### src/include/sram_defs.svh
/* Build constants for the Wishbone SRAM bank array.
   Included by the package and by every module that sizes ports from them */

`ifndef SRAM_DEFS_SVH
`define SRAM_DEFS_SVH

// One IS61WV102416 chip
`define SRAM_DATA_WIDTH 16          // Chip data bus
`define SRAM_ADDR_WIDTH 20          // Word address, 1M words
`define SRAM_BANK_SPAN  2097152     // Bytes per chip

// Bank layout on the bus
`define SRAM_NUM_BANKS  2
`define SRAM_BASE_ADDR  32'h0400_0000   // Byte address of bank 0, banks follow back to back

// Wishbone side
`define WB_ADDR_WIDTH   32

// Request queue per chip, also the limit on requests in flight
`define SRAM_FIFO_DEPTH 8           // Power of two

`endif
### src/rtl/sram_pkg.sv
/* Types shared by the SRAM bank array. A request travels from the decoder
   to one bank, a response from each bank to the merger */
`default_nettype none

`include "sram_defs.svh"

package sram_pkg;

    // Enough bits to number every chip
    typedef logic [(`SRAM_NUM_BANKS > 1 ? $clog2(`SRAM_NUM_BANKS) : 1)-1:0] bank_idx_t;

    typedef struct packed {
        logic [`SRAM_DATA_WIDTH-1:0]   data;    // Write data
        logic [`SRAM_ADDR_WIDTH:0]     addr;    // Byte address inside the bank
        logic [`SRAM_DATA_WIDTH/8-1:0] sel;
        logic                          we;
    } sram_req_t;

    typedef struct packed {
        logic                          ack;     // One cycle per finished request
        logic [`SRAM_DATA_WIDTH-1:0]   data;
    } sram_resp_t;

    // Chip control pins, all active low
    typedef struct packed {
        logic [`SRAM_ADDR_WIDTH-1:0]   addr;
        logic                          we_n;
        logic                          ub_n;
        logic                          lb_n;
        logic                          ce_n;
        logic                          oe_n;
    } sram_pins_t;

endpackage

`default_nettype wire

### src/rtl/wb_resp_merge.sv
/* Return path of the SRAM array. Registers the acknowledging bank's data onto
   the Wishbone bus and tells the decoder a request has completed */
`default_nettype none
`timescale 1ns/1ns

`include "sram_defs.svh"

module wb_resp_merge
    import sram_pkg::*;
(
    input  logic                        i_wb_clk,
    input  logic                        i_wb_rst,
    input  logic                        i_wb_cyc,
    input  sram_resp_t                  i_resp [`SRAM_NUM_BANKS],
    output logic                        o_wb_ack,
    output logic [`SRAM_DATA_WIDTH-1:0] o_wb_data,
    output logic                        o_done
);

    logic [`SRAM_NUM_BANKS-1:0]  bank_ack;
    logic [`SRAM_DATA_WIDTH-1:0] sel_data;
    logic                        ack_q;

    // Only one bank answers at a time, so an OR of masked data is enough
    always_comb begin
        sel_data = '0;
        for (int i = 0; i < `SRAM_NUM_BANKS; i++) begin
            bank_ack[i] = i_resp[i].ack;
            if (i_resp[i].ack) begin
                sel_data = sel_data | i_resp[i].data;
            end
        end
    end

    always_ff @(posedge i_wb_clk) begin
        if (i_wb_rst) begin
            ack_q <= 1'b0;
        end else begin
            ack_q <= (bank_ack != '0) && i_wb_cyc;
        end
    end

    always_ff @(posedge i_wb_clk) begin
        if (bank_ack != '0) begin
            o_wb_data <= sel_data;
        end
    end

    assign o_wb_ack = ack_q && i_wb_cyc;    // Dropped cycle gets no late ack
    assign o_done   = o_wb_ack;

    // Decoder stalls bank switches until the old bank has drained
    a_one_bank_acks: assert property (@(posedge i_wb_clk) disable iff (i_wb_rst)
        $onehot0(bank_ack));

endmodule

`default_nettype wire

### config.mk
export PLATFORM = sky130hd
export DESIGN_NAME = wb_resp_merge
export DESIGN_NICKNAME = d
export VERILOG_FILES = /design/src/rtl/sram_pkg.sv /design/src/rtl/wb_resp_merge.sv
export VERILOG_INCLUDE_DIRS = /design/src /design/src/include
export SDC_FILE = /design/constraint.sdc
export NUM_CORES = 1
export LEC_CHECK = 0
export BUFFER_PORTS_ARGS = -buffer_cell sky130_fd_sc_hd__buf_2
export CAP_MARGIN = 20
export CELL_PAD_IN_SITES_DETAIL_PLACEMENT = 1
export CELL_PAD_IN_SITES_GLOBAL_PLACEMENT = 1
export CORE_MARGIN = 2
export CORE_UTILIZATION = 25
export CTS_CLUSTER_SIZE = 30
export DETAILED_ROUTE_END_ITERATION = 6
export PLACE_DENSITY_LB_ADDON = 0.1
export SLEW_MARGIN = 40
export SYNTH_ARGS = -nofsm -noshare
export SYNTH_HDL_FRONTEND = slang
export SYNTH_SLANG_ARGS = --single-unit
export TNS_END_PERCENT = 1
### constraint.sdc
create_clock -name i_wb_clk -period 0.88 [get_ports i_wb_clk]
set_clock_uncertainty 0.05 [all_clocks]
set_input_delay 0.176 -clock i_wb_clk [delete_from_list [all_inputs] [get_ports i_wb_clk]]
set_output_delay 0.176 -clock i_wb_clk [all_outputs]
set_load 0.005 [all_outputs]
# After elaboration in Yosys (flattened, before gate mapping)
# Cells that the tools add are included.
# word_totals
reg_bits,17
out_inout_bits,18
elab_cells,8
# op_classes
muxes,2
n_bitwise,1
n_reduce_logical,3
# op_table
cell,n
$mux W16,2
$or A16 B16 Y16,1
$logic_and A1 B1 Y1,2
$reduce_bool A2 Y1,1

# Longest topological paths before layout
# depth
word_depth,3
ltp_mapped,3

# Worst setup path after synthesis
# No wires, ideal clock.
# synth_timing
kind,in2reg
start,input i_resp[33] in the netlist's numbering
end,"register o_wb_data[10], data pin"
setup_time_ns,0.256
arrival_time_ns,0.662
required_ns,0.574
setup_slack_ns,-0.089
path_stages,3
n_path_buf,2
path_cell_list,buf_2 buf_4 a22o_1
# synth_via
elab_chain_len,3
# synth_rtl
element,line_no,text
start: declaration,wb_resp_merge.sv:14,"input sram_resp_t i_resp [`SRAM_NUM_BANKS],"
$mux W16 *,wb_resp_merge.sv:29,if (i_resp[i].ack) begin
$or A16 B16 Y16,wb_resp_merge.sv:30,sel_data = sel_data | i_resp[i].data;
$mux W16 *,wb_resp_merge.sv:29,
named net sel_data[10],wb_resp_merge.sv:21,logic [`SRAM_DATA_WIDTH-1:0] sel_data;
end signal: assignment,wb_resp_merge.sv:45,o_wb_data <= sel_data;
end: declaration,wb_resp_merge.sv:16,"output logic [`SRAM_DATA_WIDTH-1:0] o_wb_data,"
# Mark *: on every way through the listed nets, which the timed path passes. The rest lies on a longest branch.
# A chain may end at the register's enable or synchronous reset.

# Worst setup path in the final report
# layout_timing
start,register ack_q
end,output o_done
# layout_via
elab_chain_len,1
# layout_rtl
element,line_no,text
start: declaration,wb_resp_merge.sv:22,logic ack_q;
start signal: assignment,wb_resp_merge.sv:39,ack_q <= (bank_ack != '0) && i_wb_cyc;
$logic_and A1 B1 Y1,wb_resp_merge.sv:49,assign o_wb_ack = ack_q && i_wb_cyc;
end: declaration,wb_resp_merge.sv:17,output logic o_done
# No other way between the ends.

==> results_dict.tcl <==
set metrics [dict create \
    clkTransAtPathRegs_ps 100 \
    yosys_warnings 0 \
    post-route-period-util_pct 122 \
    ctsHoldBuffers 0 \
    cts_max_path_buffers 2 \
    syn-instance-count 41 \
    nFillCells 318 \
    seq_power_share_pct 58.9 \
    vias_per_cell 4.50 \
    slowest_delay_ps 330 \
    post_cts_buffers 0 \
    htree_levels 1 \
    grt_pass1_wl_um 2740 \
    cts_buffers 3 \
    max-slew-margin-rel_pct 84.8 \
    violations "setup timing" \
    drive_gt1_share_pct 64.9 \
    seq_area_um2 502 \
    cap_violations 0 \
    cts_root_buf "clkbuf_4" \
    die_y_um 56.9 \
    grt_pass1_vias 562 \
    hpwl_um 1390 \
    required_ps 650 \
    p_int_w 0.00133 \
    fin_ws_ps -196 \
    leakage_nw 0.505 \
    hp-class "in -> reg" \
    worstPathMaxFanout 2 \
    cts_tree "done" \
    cp-end-kind "output pin" \
    worstPathArrival_ps 850 \
    holdWs_ps 91.8 \
    vias 576 \
    setup_viol 18 \
    grt_max_degree 18 \
    synth.area.top_cells "edfxtp_1 (69%), a22o_1 (20%), dfxtp_1 (2.9%)" \
    p_sw_w 0.000368 \
    drc 0 \
    min_to "ack_q" \
    met2_length_um 902 \
    synth_cell_types 9 \
    first_pass_iters 3 \
    fp-row-count 19 \
    gp_congestion 0.637 \
    syn_nets 78 \
    numPortBuffers 54 \
    ys_seq_elements 17 \
    final.setup.tns_ps -2410 \
    irDropWorstVdd_uv 599 \
    crit_type "reg -> out" \
    wl_met3_um 143 \
    path_delay_family "flip-flops" \
    diodes 0 \
    nNetsFinal 135 \
    combPwrFrac_pct 17.3 \
    hold_depth 2 \
    swShare_pct 21.6 \
    tightest_slew_ps 228 \
    avgSynthCellArea_um2 17.1 \
    status "finished with violations" \
    crit_buf_inv 1 \
    slew_viol_final 0 \
    hp-start "i_wb_cyc" \
    start_util_pct 25.9 \
    die_w_um 56.9 \
    ys_seq_area_share_pct 71.4 \
    max_freq_mhz 930 \
    power_frac_clock_pct 23.8 \
    netlist_area_um2 701 \
    cts_sinks 17 \
    cp_cell_sequence "and2_4 -> buf_6" \
    antenna_found_initial 0 \
    multi_input_comb_area_um2 166 \
    fin_crit_ps 1080 \
    io_pins 55 \
    overflow 0 \
    drt_iter0_drc 2 \
    postRouteAntennaNets 0 \
    coreArea_mm2 0.00271 \
    cpMaxStageDelayCell "dfxtp_2" \
    wirelength_um 1750 \
    die_area_mm2 0.00324 \
    power_w 0.00170 \
    synth_area_leader_cell "edfxtp_1" \
    grt_use_total_pct 11.4 \
    hold_viol_final 0 \
    top_layer "met4" \
    rsz0062_at_grt "true" \
    synthToLayoutAreaGrowth_pct 50.0 \
    drt-wirelength-per-cell_um 13.6 \
    synth_top_area_share_pct 68.6 \
    power.density_mw_per_mm2 1620 \
    wl_met1_um 678 \
    startpoint_type "flip-flop" \
]
## area by class of cell
class                      instances  share of cell area, %
clock buffer                       4                   2.50
multi-input combinational         19                   15.8
timing repair buffer              57                   30.2
tap                               31                   3.69
sequential                        17                   47.7
## what timing repair did
item                                    in CTS  in global routing
hold endpoints to repair                     0                  0
gates cloned                                 0                  0
pin swaps                                    1                  0
endpoints found under the setup margin      18                 18
resized for setup                            0                  4
## placed cells by master (no fill, tap or decap), drive strengths merged
cell type,netlist,layout
a22o,16,16
and2,1,1
and3b,1,1
buf,5,57
clkbuf,0,4
dfxtp,1,1
edfxtp,16,16
or2,1,1
## cell families after synthesis
logic type / after synthesis / share of synthesized area (%)
compound gates: 16 / 20.0
buf+inv: 5 / 5.18
flops: 17 / 71.4
simple gates: 3 / 3.39
## how the worst max path moves through the flow
stage / start / to / slack, ps / cells after the start
3_5_place_dp: i_resp[33] / ack_q / -140 / 3
3_3_place_gp: i_resp[33] / ack_q / -130 / 3
4_1_cts: ack_q / o_done / -210 / 2
5_1_grt: o_wb_data[2] / o_wb_data[2] / -230 / 1
6_report: ack_q / o_done / -200 / 2
2_1_floorplan: i_resp[33] / ack_q / -80 / 3
## routing by layer
layer | up-vias | GRT usage, %
met5 | - | 0
met4 | 0 | 6.98
met3 | 2 | 2.72
met2 | 30 | 18.7
met1 | 266 | 13.6
li1 | 278 | -
## registers in the layout, indices dropped and copies added (netlist names)
| register | count |
|---|---|
| o_wb_data | 16 |
| ack_q | 1 |
## synth_stat cells (all sizes together)
library cell  instances
buf                   5
or2                   1
dfxtp                 1
a22o                 16
and2                  1
edfxtp               16
and3b                 1
## through the flow
stage               std cells  worst slack (ps)  util [%]  area, um2
floorplan                  41             -79.1         -        714
global placement          124              -133      37.2       1010
detailed placement        124              -142      37.2       1010
CTS                       128              -209      38.2       1030
global route              128              -232      38.8       1050
finish                    128              -196      38.8       1050
## power groups by stage
stage               registers, W  logic [W]  clock network (W)
finish                   0.00100   0.000295           0.000405
global route             0.00101   0.000325           0.000471
CTS                      0.00100   0.000296           0.000432
detailed placement       0.00102   0.000296                  0
global placement         0.00102   0.000293                  0
floorplan                0.00103   0.000103                  0
Power figures use the tool's default switching activity.
