[config.mk]
export PLATFORM = sky130hd
export DESIGN_NAME = wb_bank_decode
export DESIGN_NICKNAME = d
export VERILOG_FILES = /design/src/rtl/sram_pkg.sv /design/src/rtl/wb_bank_decode.sv
export VERILOG_INCLUDE_DIRS = /design/src /design/src/include
export SDC_FILE = /design/constraint.sdc
export NUM_CORES = 1
export LEC_CHECK = 0
export BUFFER_PORTS_ARGS = -buffer_cell sky130_fd_sc_hd__buf_2
export CORE_MARGIN = 8
export CORE_UTILIZATION = 42
export DETAILED_ROUTE_END_ITERATION = 10
export PLACE_DENSITY = 0.76
export SYNTH_ARGS = -nofsm -noshare
export SYNTH_HDL_FRONTEND = slang
export SYNTH_SLANG_ARGS = --single-unit
[constraint.sdc]
create_clock -name i_wb_clk -period 3.1 [get_ports i_wb_clk]
set_input_delay 0.31 -clock i_wb_clk [delete_from_list [all_inputs] [get_ports i_wb_clk]]
set_output_delay 0.31 -clock i_wb_clk [all_outputs]
set_load 0.05 [all_outputs]
[src/include/sram_defs.svh]
/* Build constants for the Wishbone SRAM bank array.
   Included by the package and by every module that sizes ports from them */

`ifndef SRAM_DEFS_SVH
`define SRAM_DEFS_SVH

// One IS61WV102416 chip
`define SRAM_DATA_WIDTH 16          // Chip data bus
`define SRAM_ADDR_WIDTH 20          // Word address, 1M words
`define SRAM_BANK_SPAN  2097152     // Bytes per chip

// Bank layout on the bus
`define SRAM_NUM_BANKS  2
`define SRAM_BASE_ADDR  32'h0400_0000   // Byte address of bank 0, banks follow back to back

// Wishbone side
`define WB_ADDR_WIDTH   32

// Request queue per chip, also the limit on requests in flight
`define SRAM_FIFO_DEPTH 8           // Power of two

`endif
[src/rtl/sram_pkg.sv]
/* Types shared by the SRAM bank array. A request travels from the decoder
   to one bank, a response from each bank to the merger */
`default_nettype none

`include "sram_defs.svh"

package sram_pkg;

    // Enough bits to number every chip
    typedef logic [(`SRAM_NUM_BANKS > 1 ? $clog2(`SRAM_NUM_BANKS) : 1)-1:0] bank_idx_t;

    typedef struct packed {
        logic [`SRAM_DATA_WIDTH-1:0]   data;    // Write data
        logic [`SRAM_ADDR_WIDTH:0]     addr;    // Byte address inside the bank
        logic [`SRAM_DATA_WIDTH/8-1:0] sel;
        logic                          we;
    } sram_req_t;

    typedef struct packed {
        logic                          ack;     // One cycle per finished request
        logic [`SRAM_DATA_WIDTH-1:0]   data;
    } sram_resp_t;

    // Chip control pins, all active low
    typedef struct packed {
        logic [`SRAM_ADDR_WIDTH-1:0]   addr;
        logic                          we_n;
        logic                          ub_n;
        logic                          lb_n;
        logic                          ce_n;
        logic                          oe_n;
    } sram_pins_t;

endpackage

`default_nettype wire

[src/rtl/wb_bank_decode.sv]
/* Front end of the SRAM array. Checks the bus address, picks the chip and
   hands a registered request to that bank, stalling to keep responses in order */
`default_nettype none
`timescale 1ns/1ns

`include "sram_defs.svh"

module wb_bank_decode
    import sram_pkg::*;
(
    input  logic                          i_wb_clk,
    input  logic                          i_wb_rst,
    input  logic                          i_wb_cyc,
    input  logic                          i_wb_stb,
    input  logic                          i_wb_we,
    input  logic [`SRAM_DATA_WIDTH/8-1:0] i_wb_sel,
    input  logic [`WB_ADDR_WIDTH-1:0]     i_wb_addr,
    input  logic [`SRAM_DATA_WIDTH-1:0]   i_wb_data,
    input  logic [`SRAM_NUM_BANKS-1:0]    i_bank_full,
    input  logic                          i_done,
    output logic [`SRAM_NUM_BANKS-1:0]    o_req_we,
    output sram_req_t                     o_req,
    output logic                          o_wb_stall
);

    localparam int OFS_W   = $clog2(`SRAM_BANK_SPAN);
    localparam int BANK_W  = $bits(bank_idx_t);
    localparam int CNT_MAX = `SRAM_FIFO_DEPTH;
    localparam int CNT_W   = $clog2(CNT_MAX) + 1;
    localparam logic [`WB_ADDR_WIDTH-1:0] SPAN_TOTAL = `SRAM_BANK_SPAN * `SRAM_NUM_BANKS;

    logic [`WB_ADDR_WIDTH-1:0] offset;
    logic                      cs;
    logic                      accept;
    bank_idx_t                 bank;
    bank_idx_t                 cur_bank;    // Owner of the in-flight requests
    logic [CNT_W-1:0]          inflight;

    assign offset = i_wb_addr - `SRAM_BASE_ADDR;
    assign cs     = (i_wb_addr >= `SRAM_BASE_ADDR) && (offset < SPAN_TOTAL);
    assign bank   = offset[OFS_W +: BANK_W];

    // Out-of-range strobes are taken and dropped, never stalled
    assign o_wb_stall = i_wb_cyc && i_wb_stb && cs &&
                        ((inflight != '0 && bank != cur_bank) ||
                         i_bank_full[bank] ||
                         inflight == CNT_W'(CNT_MAX));
    assign accept     = i_wb_cyc && i_wb_stb && cs && !o_wb_stall;

    always_ff @(posedge i_wb_clk) begin
        if (i_wb_rst) begin
            o_req_we <= '0;
            cur_bank <= '0;
        end else begin
            for (int i = 0; i < `SRAM_NUM_BANKS; i++) begin
                o_req_we[i] <= accept && (bank == bank_idx_t'(i));
            end
            if (accept) begin
                cur_bank <= bank;
            end
        end
    end

    always_ff @(posedge i_wb_clk) begin
        if (accept) begin
            o_req <= '{data: i_wb_data, addr: offset[`SRAM_ADDR_WIDTH:0],
                       sel: i_wb_sel, we: i_wb_we};
        end
    end

    // Banks flush when CYC falls, so the count starts over
    always_ff @(posedge i_wb_clk) begin
        if (i_wb_rst || !i_wb_cyc) begin
            inflight <= '0;
        end else begin
            case ({accept, i_done})
                2'b10:   inflight <= inflight + 1'b1;
                2'b01:   inflight <= inflight - 1'b1;
                default: inflight <= inflight;
            endcase
        end
    end

    // Every completion from the merger matches an accepted request
    a_done_counted: assert property (@(posedge i_wb_clk) disable iff (i_wb_rst)
        i_done |-> inflight != '0);

endmodule

`default_nettype wire

Word-level counts from Yosys, hierarchy flattened

Index checks and enable logic that the tools add are counted.

Add/sub/neg operators: 3
Order comparisons: 3
Equality and inequality tests: 4
Muxes and demuxes: 3
Bitwise logic cells: 1
Reductions and logical operators: 15

Operator list:

| operator                                                      | number |
|---|---|
| >= comparator 32 x 27 -> 1 bit (second input constant)        | 1 |
| less-than comparator 32 x 23 -> 1 bit (second input constant) | 1 |
| subtractor 32 x 27 -> 32 bit (second input constant)          | 1 |
| logical AND 1 bit                                             | 8 |
| case mux 4 bit (2 select lines)                               | 1 |
| adder 4 x 1 -> 4 bit (second input constant)                  | 1 |
| == test 4 bit (second input constant)                         | 1 |
| nonzero test 4 bit                                            | 1 |
| subtractor 4 x 1 -> 4 bit (second input constant)             | 1 |
| logical OR 1 bit                                              | 3 |
| == test 2 x 1 -> 1 bit (second input constant)                | 1 |
| == test 2 bit (second input constant)                         | 1 |
| logical NOT 1 bit                                             | 2 |
| less-than comparator 1 x 2 -> 1 bit (second input constant)   | 1 |
| two-way mux 1 bit                                             | 2 |
| nonzero test 2 bit                                            | 1 |
| != test 1 bit                                                 | 1 |
| NOT 1 bit                                                     | 1 |

Register bits: 47
Input port bits: 58
Output and inout port bits: 43

Depth between registers and ports, before layout

Depth after elaboration: 10
Depth in mapped cells: 10

Worst setup path after synthesis

No wires, ideal clock.

Path type: reg-to-reg
From: register inflight[0]
To: register o_req[0] (netlist bit) (enable)
Setup time: 0.395 ns
Arrival: 1.900 ns
Data required time: 2.705 ns
Setup slack: 0.805 ns
Cell stages (with the launch flop): 5
Clock period less this slack: 2.295 ns
Cells stage by stage: dfxtp_1 > or3_1 > a211oi_2 > nand2b_2 > inv_1

Longest elaborated chain between the ends: 7
Elaborated cells between the ends (all ways): 8
Those cells by class: eq/ne: 1; reduce/logical: 7

RTL lines:

| element                  | line                 | text |
|---|---|---|
| start: declaration       | wb_bank_decode.sv:37 | `logic [CNT_W-1:0] inflight;` |
| start signal: assignment | wb_bank_decode.sv:77 | `2'b10: inflight <= inflight + 1'b1;` |
| start signal: assignment | wb_bank_decode.sv:78 | `2'b01: inflight <= inflight - 1'b1;` |
| start signal: assignment | wb_bank_decode.sv:79 | `default: inflight <= inflight;` |
| nonzero test 4 bit       | wb_bank_decode.sv:45 | `((inflight != '0 && bank != cur_bank) \|\|` |
| logical AND 1 bit        | wb_bank_decode.sv:45 |  |
| logical OR 1 bit         | wb_bank_decode.sv:45 |  |
| logical OR 1 bit *       | wb_bank_decode.sv:46 | `i_bank_full[bank] \|\|` |
| logical AND 1 bit *      | wb_bank_decode.sv:44 | `assign o_wb_stall = i_wb_cyc && i_wb_stb && cs &&` |
| logical NOT 1 bit *      | wb_bank_decode.sv:48 | `assign accept = i_wb_cyc && i_wb_stb && cs && !o_wb_stall;` |
| logical AND 1 bit *      | wb_bank_decode.sv:48 |  |
| named net accept         | wb_bank_decode.sv:34 | `logic accept;` |
| end signal: assignment   | wb_bank_decode.sv:66 | `` o_req <= '{data: i_wb_data, addr: offset[`SRAM_ADDR_WIDTH:0], `` |
| end: declaration         | wb_bank_decode.sv:22 | `output sram_req_t o_req,` |

Mark *: on every way through the listed nets, which the timed path passes. The rest lies on a longest branch.
A chain may end at the register's enable or synchronous reset.

Final worst setup path

From: register inflight[0]
To: register inflight[3]

Longest elaborated chain between the ends: 9
Elaborated cells between the ends (all ways): 14
Those cells by class: add/sub: 2; eq/ne: 3; mux: 1; reduce/logical: 8

RTL lines:

| element                                                               | line                 | text |
|---|---|---|
| nonzero test 4 bit                                                    | wb_bank_decode.sv:45 |  |
| logical AND 1 bit                                                     | wb_bank_decode.sv:45 |  |
| logical OR 1 bit                                                      | wb_bank_decode.sv:45 |  |
| logical OR 1 bit                                                      | wb_bank_decode.sv:46 |  |
| logical AND 1 bit                                                     | wb_bank_decode.sv:44 |  |
| logical NOT 1 bit                                                     | wb_bank_decode.sv:48 |  |
| logical AND 1 bit                                                     | wb_bank_decode.sv:48 |  |
| == test 2 x 1 -> 1 bit or == test 2 bit (tied branches)               | wb_bank_decode.sv:76 | `case ({accept, i_done})` |
| case mux 4 bit (2 select lines) or nonzero test 2 bit (tied branches) | --                   |  |

Several ways; a longest one is shown, not always the timed one.

==> flow_summary.yaml <==
floorplanning:
  floorplan.core_area_um2: 3880
  die_area_um2: 6200
  die_height_um: 78.7
  io_pins: 101
  core.rowCount: 23
  effective_utilization_at_floorplan_pct: 42.5
  die_width_um: 78.7
finish:
  fin_nets: 260
  final_core_util_pct: 59.7
  fin_cells: 249
  antennaDiodeCount: 0
  post_synthesis_to_final_layout_area_growth_pct: 40.4
  finish.instance_area_um2: 2320
  post_route_cells_drive_above_1_share_pct: 56.3
synth:
  synthTopCellsByArea: "sky130_fd_sc_hd__edfxtp_1, sky130_fd_sc_hd__dfxtp_1, sky130_fd_sc_hd__ha_1"
  netlist_area_um2: 1650
  synth_flop_cell: "sky130_fd_sc_hd__edfxtp_1"
  synth_top_cell_by_area: "sky130_fd_sc_hd__edfxtp_1"
  synth_largest_type_area_fraction_pct: 72.7
  seq_area_frac_synth_pct: 81.2
  number_of_enable_type_register_cells_in_the_synthesized_netlist: 40
  synth.top_cells.by_count: "sky130_fd_sc_hd__edfxtp_1, sky130_fd_sc_hd__dfxtp_1, sky130_fd_sc_hd__nor2_1"
  synth_warnings: 0
  synthArstFlopShare_pct: 0
  ys_seq_elements: 47
  synth_cell_type_count: 25
  synth_nets: 153
  top_count_cell_post_synth: "sky130_fd_sc_hd__edfxtp_1"
  synth_cells: 91
  average_size_of_a_mapped_cell_um2: 18.2
cts:
  tritoncts: "yes"
  clkTransAtPathRegs_ns: 0.08
  cts_buffers: 5
  postCtsSetupRepairBufs: 0
  cts_root_buf: "sky130_fd_sc_hd__clkbuf_8"
  cts_repair_resize_count: 0
  cts.path.max_buffers: 2
  cts_hold_buf: 0
  clk_latency_ns: 0.29
  clock-sinks: 47
  h_tree_lvl_count: 2
global_routing:
  first_global_vias: 1165
  grt_pass1_wl_mm: 5.99
  initial_antenna_violation_count: 0
  grt_start_max_net_pins: 28
  total_global_routing_overflow: 0
  gr-usage-all-layers_pct: 12.9
sta:
  max-slew-margin-rel_pct: 58.9
  transition_time_of_the_tightest_slew_check_pin_ns: 0.616
  fin_worst_skew_ns: 0.00425
  setup_tns_ns: 0
  drv_slew: 0
  grt_setup_unrepaired: "no"
  hold-worst-slack_ns: 0.190
  finalWorstPathRequiredPeriod_ns: 2.41
  setup_viol_count_final: 0
  max_freq_mhz: 415
  post-route-worst-setup-slack_ns: 0.690
  finalHoldViolCount: 0
  final.period_utilization_pct: 77.8
setup_path:
  reg2reg_to: "inflight[3]"
  endpoint_kind: "flop"
  critical_path.reg2reg.startpoint: "inflight[0]"
  r2r_slack_ns: 0.69
  crit_path_max_fanout: 5
  most_frequent_cell_on_the_critical_path: "sky130_fd_sc_hd__ha_1"
  critPathRequiredTime_ns: 3.27
  timing.critical_path.from: "inflight[0]"
  critical_path_depth: 9
  crit_path_cell_trace: "or3_1 > a211oi_2 > nand2b_2 > ha_1 > ha_1 > nand3_1 > and4b_1 > o21ai_0 > o31ai_1"
  critical_path.top_delay_family: "simple AND/OR/NAND/NOR gates"
  crit_slowest_cell: "sky130_fd_sc_hd__or3_1"
  ff2ff_path_depth: 9
  worst-setup-path-type: "flop to flop"
  worst_setup_path_endpoint: "inflight[3]"
  highest_cell_delay_on_the_worst_timing_path_ns: 0.40
  cp-start-kind: "flop"
  critical_path_arrival_ns: 2.58
  critPathBufInv: 0
power_and_ir_drop:
  power_per_unit_of_standard_cell_area_nw_per_um2: 474
  ir_drop_mv: 0.250
  clock_power_share_pct: 31.6
  p_comb_share_pct: 5.8
  switching_power_uw: 219
  total_power_mw: 1.10
  part_of_the_total_power_dissipated_in_sequential_elements_pct: 62.6
  power_switching_share_pct: 19.9
  power.internal_uw: 881
  power_leakage_nw: 0.989
placed_design:
  placement.cell_area_um2: 2230
  post-dp-hpwl_mm: 3.39
  routabilityCongestion: 0.762
  dpl.cell_count: 241
  pre_cts_slack_ns: 0.669
  numPortBuffers: 100
route:
  ant_nets: 0
  drtIter0Drc: 56
  route.final.wire_length_mm: 4.11
  avgViaCountPerCell: 4.63
  firstDrtPassIters: 4
  vias: 1153
  routed_wire_length_per_instance_um: 16.5
  drc_errors: 0
run:
  cap_viol_max_count: 0
worst_hold_path:
  class_of_the_most_critical_hold_timing_path: "primary input to flop"
outcome:
  outcome: "finished clean"
power groups by stage:
stage	Combinational, mW	Sequential, mW	Clock, mW
final	0.0640	0.689	0.348
after global routing	0.0714	0.689	0.388
after CTS	0.0648	0.689	0.362
after detailed placement	0.0645	0.703	0
after global placement	0.0602	0.703	0
after floorplan	0.0234	0.703	0
state kept, by name, indices dropped and copies added, names as in the netlist:
| register | flops |
|---|---|
| inflight | 4 |
| o_req_we | 2 |
| o_req | 40 |
| cur_bank | 1 |
cells in the final DEF, fill, tap and decap left out, types with 2 or more instances in the layout:
| cell type | instances |
|---|---|
| sky130_fd_sc_hd__a21oi_1 | 3 |
| sky130_fd_sc_hd__buf_2 | 100 |
| sky130_fd_sc_hd__clkbuf_8 | 5 |
| sky130_fd_sc_hd__dfxtp_1 | 7 |
| sky130_fd_sc_hd__edfxtp_1 | 40 |
| sky130_fd_sc_hd__ha_1 | 3 |
| sky130_fd_sc_hd__inv_1 | 5 |
| sky130_fd_sc_hd__nand2b_1 | 2 |
| sky130_fd_sc_hd__nand3_1 | 2 |
| sky130_fd_sc_hd__nor2_1 | 7 |
| sky130_fd_sc_hd__nor4b_1 | 4 |
| sky130_fd_sc_hd__xor2_1 | 3 |
worst min path at each step:
stage	start	to	slack [ns]	depth (start not counted)
final	i_wb_addr[16]	o_req[19]	0.19	1
after global routing	i_wb_addr[16]	o_req[19]	0.16	1
after CTS	i_wb_addr[14]	o_req[17]	0.18	1
after detailed placement	inflight[3]	inflight[3]	0.48	2
after global placement	cur_bank	cur_bank	0.47	2
after floorplan	i_wb_rst	o_req_we[1]	0.38	1
area by class of cell:
class / count / area (um2)
multi-input cells: 38 / 289
fillers: 317 / 1560
well taps: 50 / 62.6
repair buffers: 101 / 520
flip-flops and latches: 47 / 1340
clock buffers: 5 / 68.8
clock inverters: 3 / 20.0
inverters: 5 / 18.8
logic make-up after synthesis:
kind of cell / synth area share (%)
fa+ha+maj: 3.48
xor+xnor: 1.59
flops: 81.2
buf+inv: 1.36
simple gates: 8.55
mux: 0.681
compound gates: 3.18
worst register-to-register path: stages, from the launching register on:
cell and delay (ns):
sky130_fd_sc_hd__dfxtp_1 0.36, sky130_fd_sc_hd__or3_1 0.40, sky130_fd_sc_hd__a211oi_2 0.27, sky130_fd_sc_hd__nand2b_2 0.13, sky130_fd_sc_hd__ha_1 0.25, sky130_fd_sc_hd__ha_1 0.35, sky130_fd_sc_hd__nand3_1 0.10, sky130_fd_sc_hd__and4b_1 0.21
sky130_fd_sc_hd__o21ai_0 0.15, sky130_fd_sc_hd__o31ai_1 0.08
per-layer routing:
layer	routed length [um]	vias to the layer above	track usage, %
li1	-	555	-
met1	1540	536	13.2
met2	2050	57	22.2
met3	454	5	5.98
met4	66	0	5.56
met5	0	-	0
Note: power is estimated with default switching activity, not from simulation.
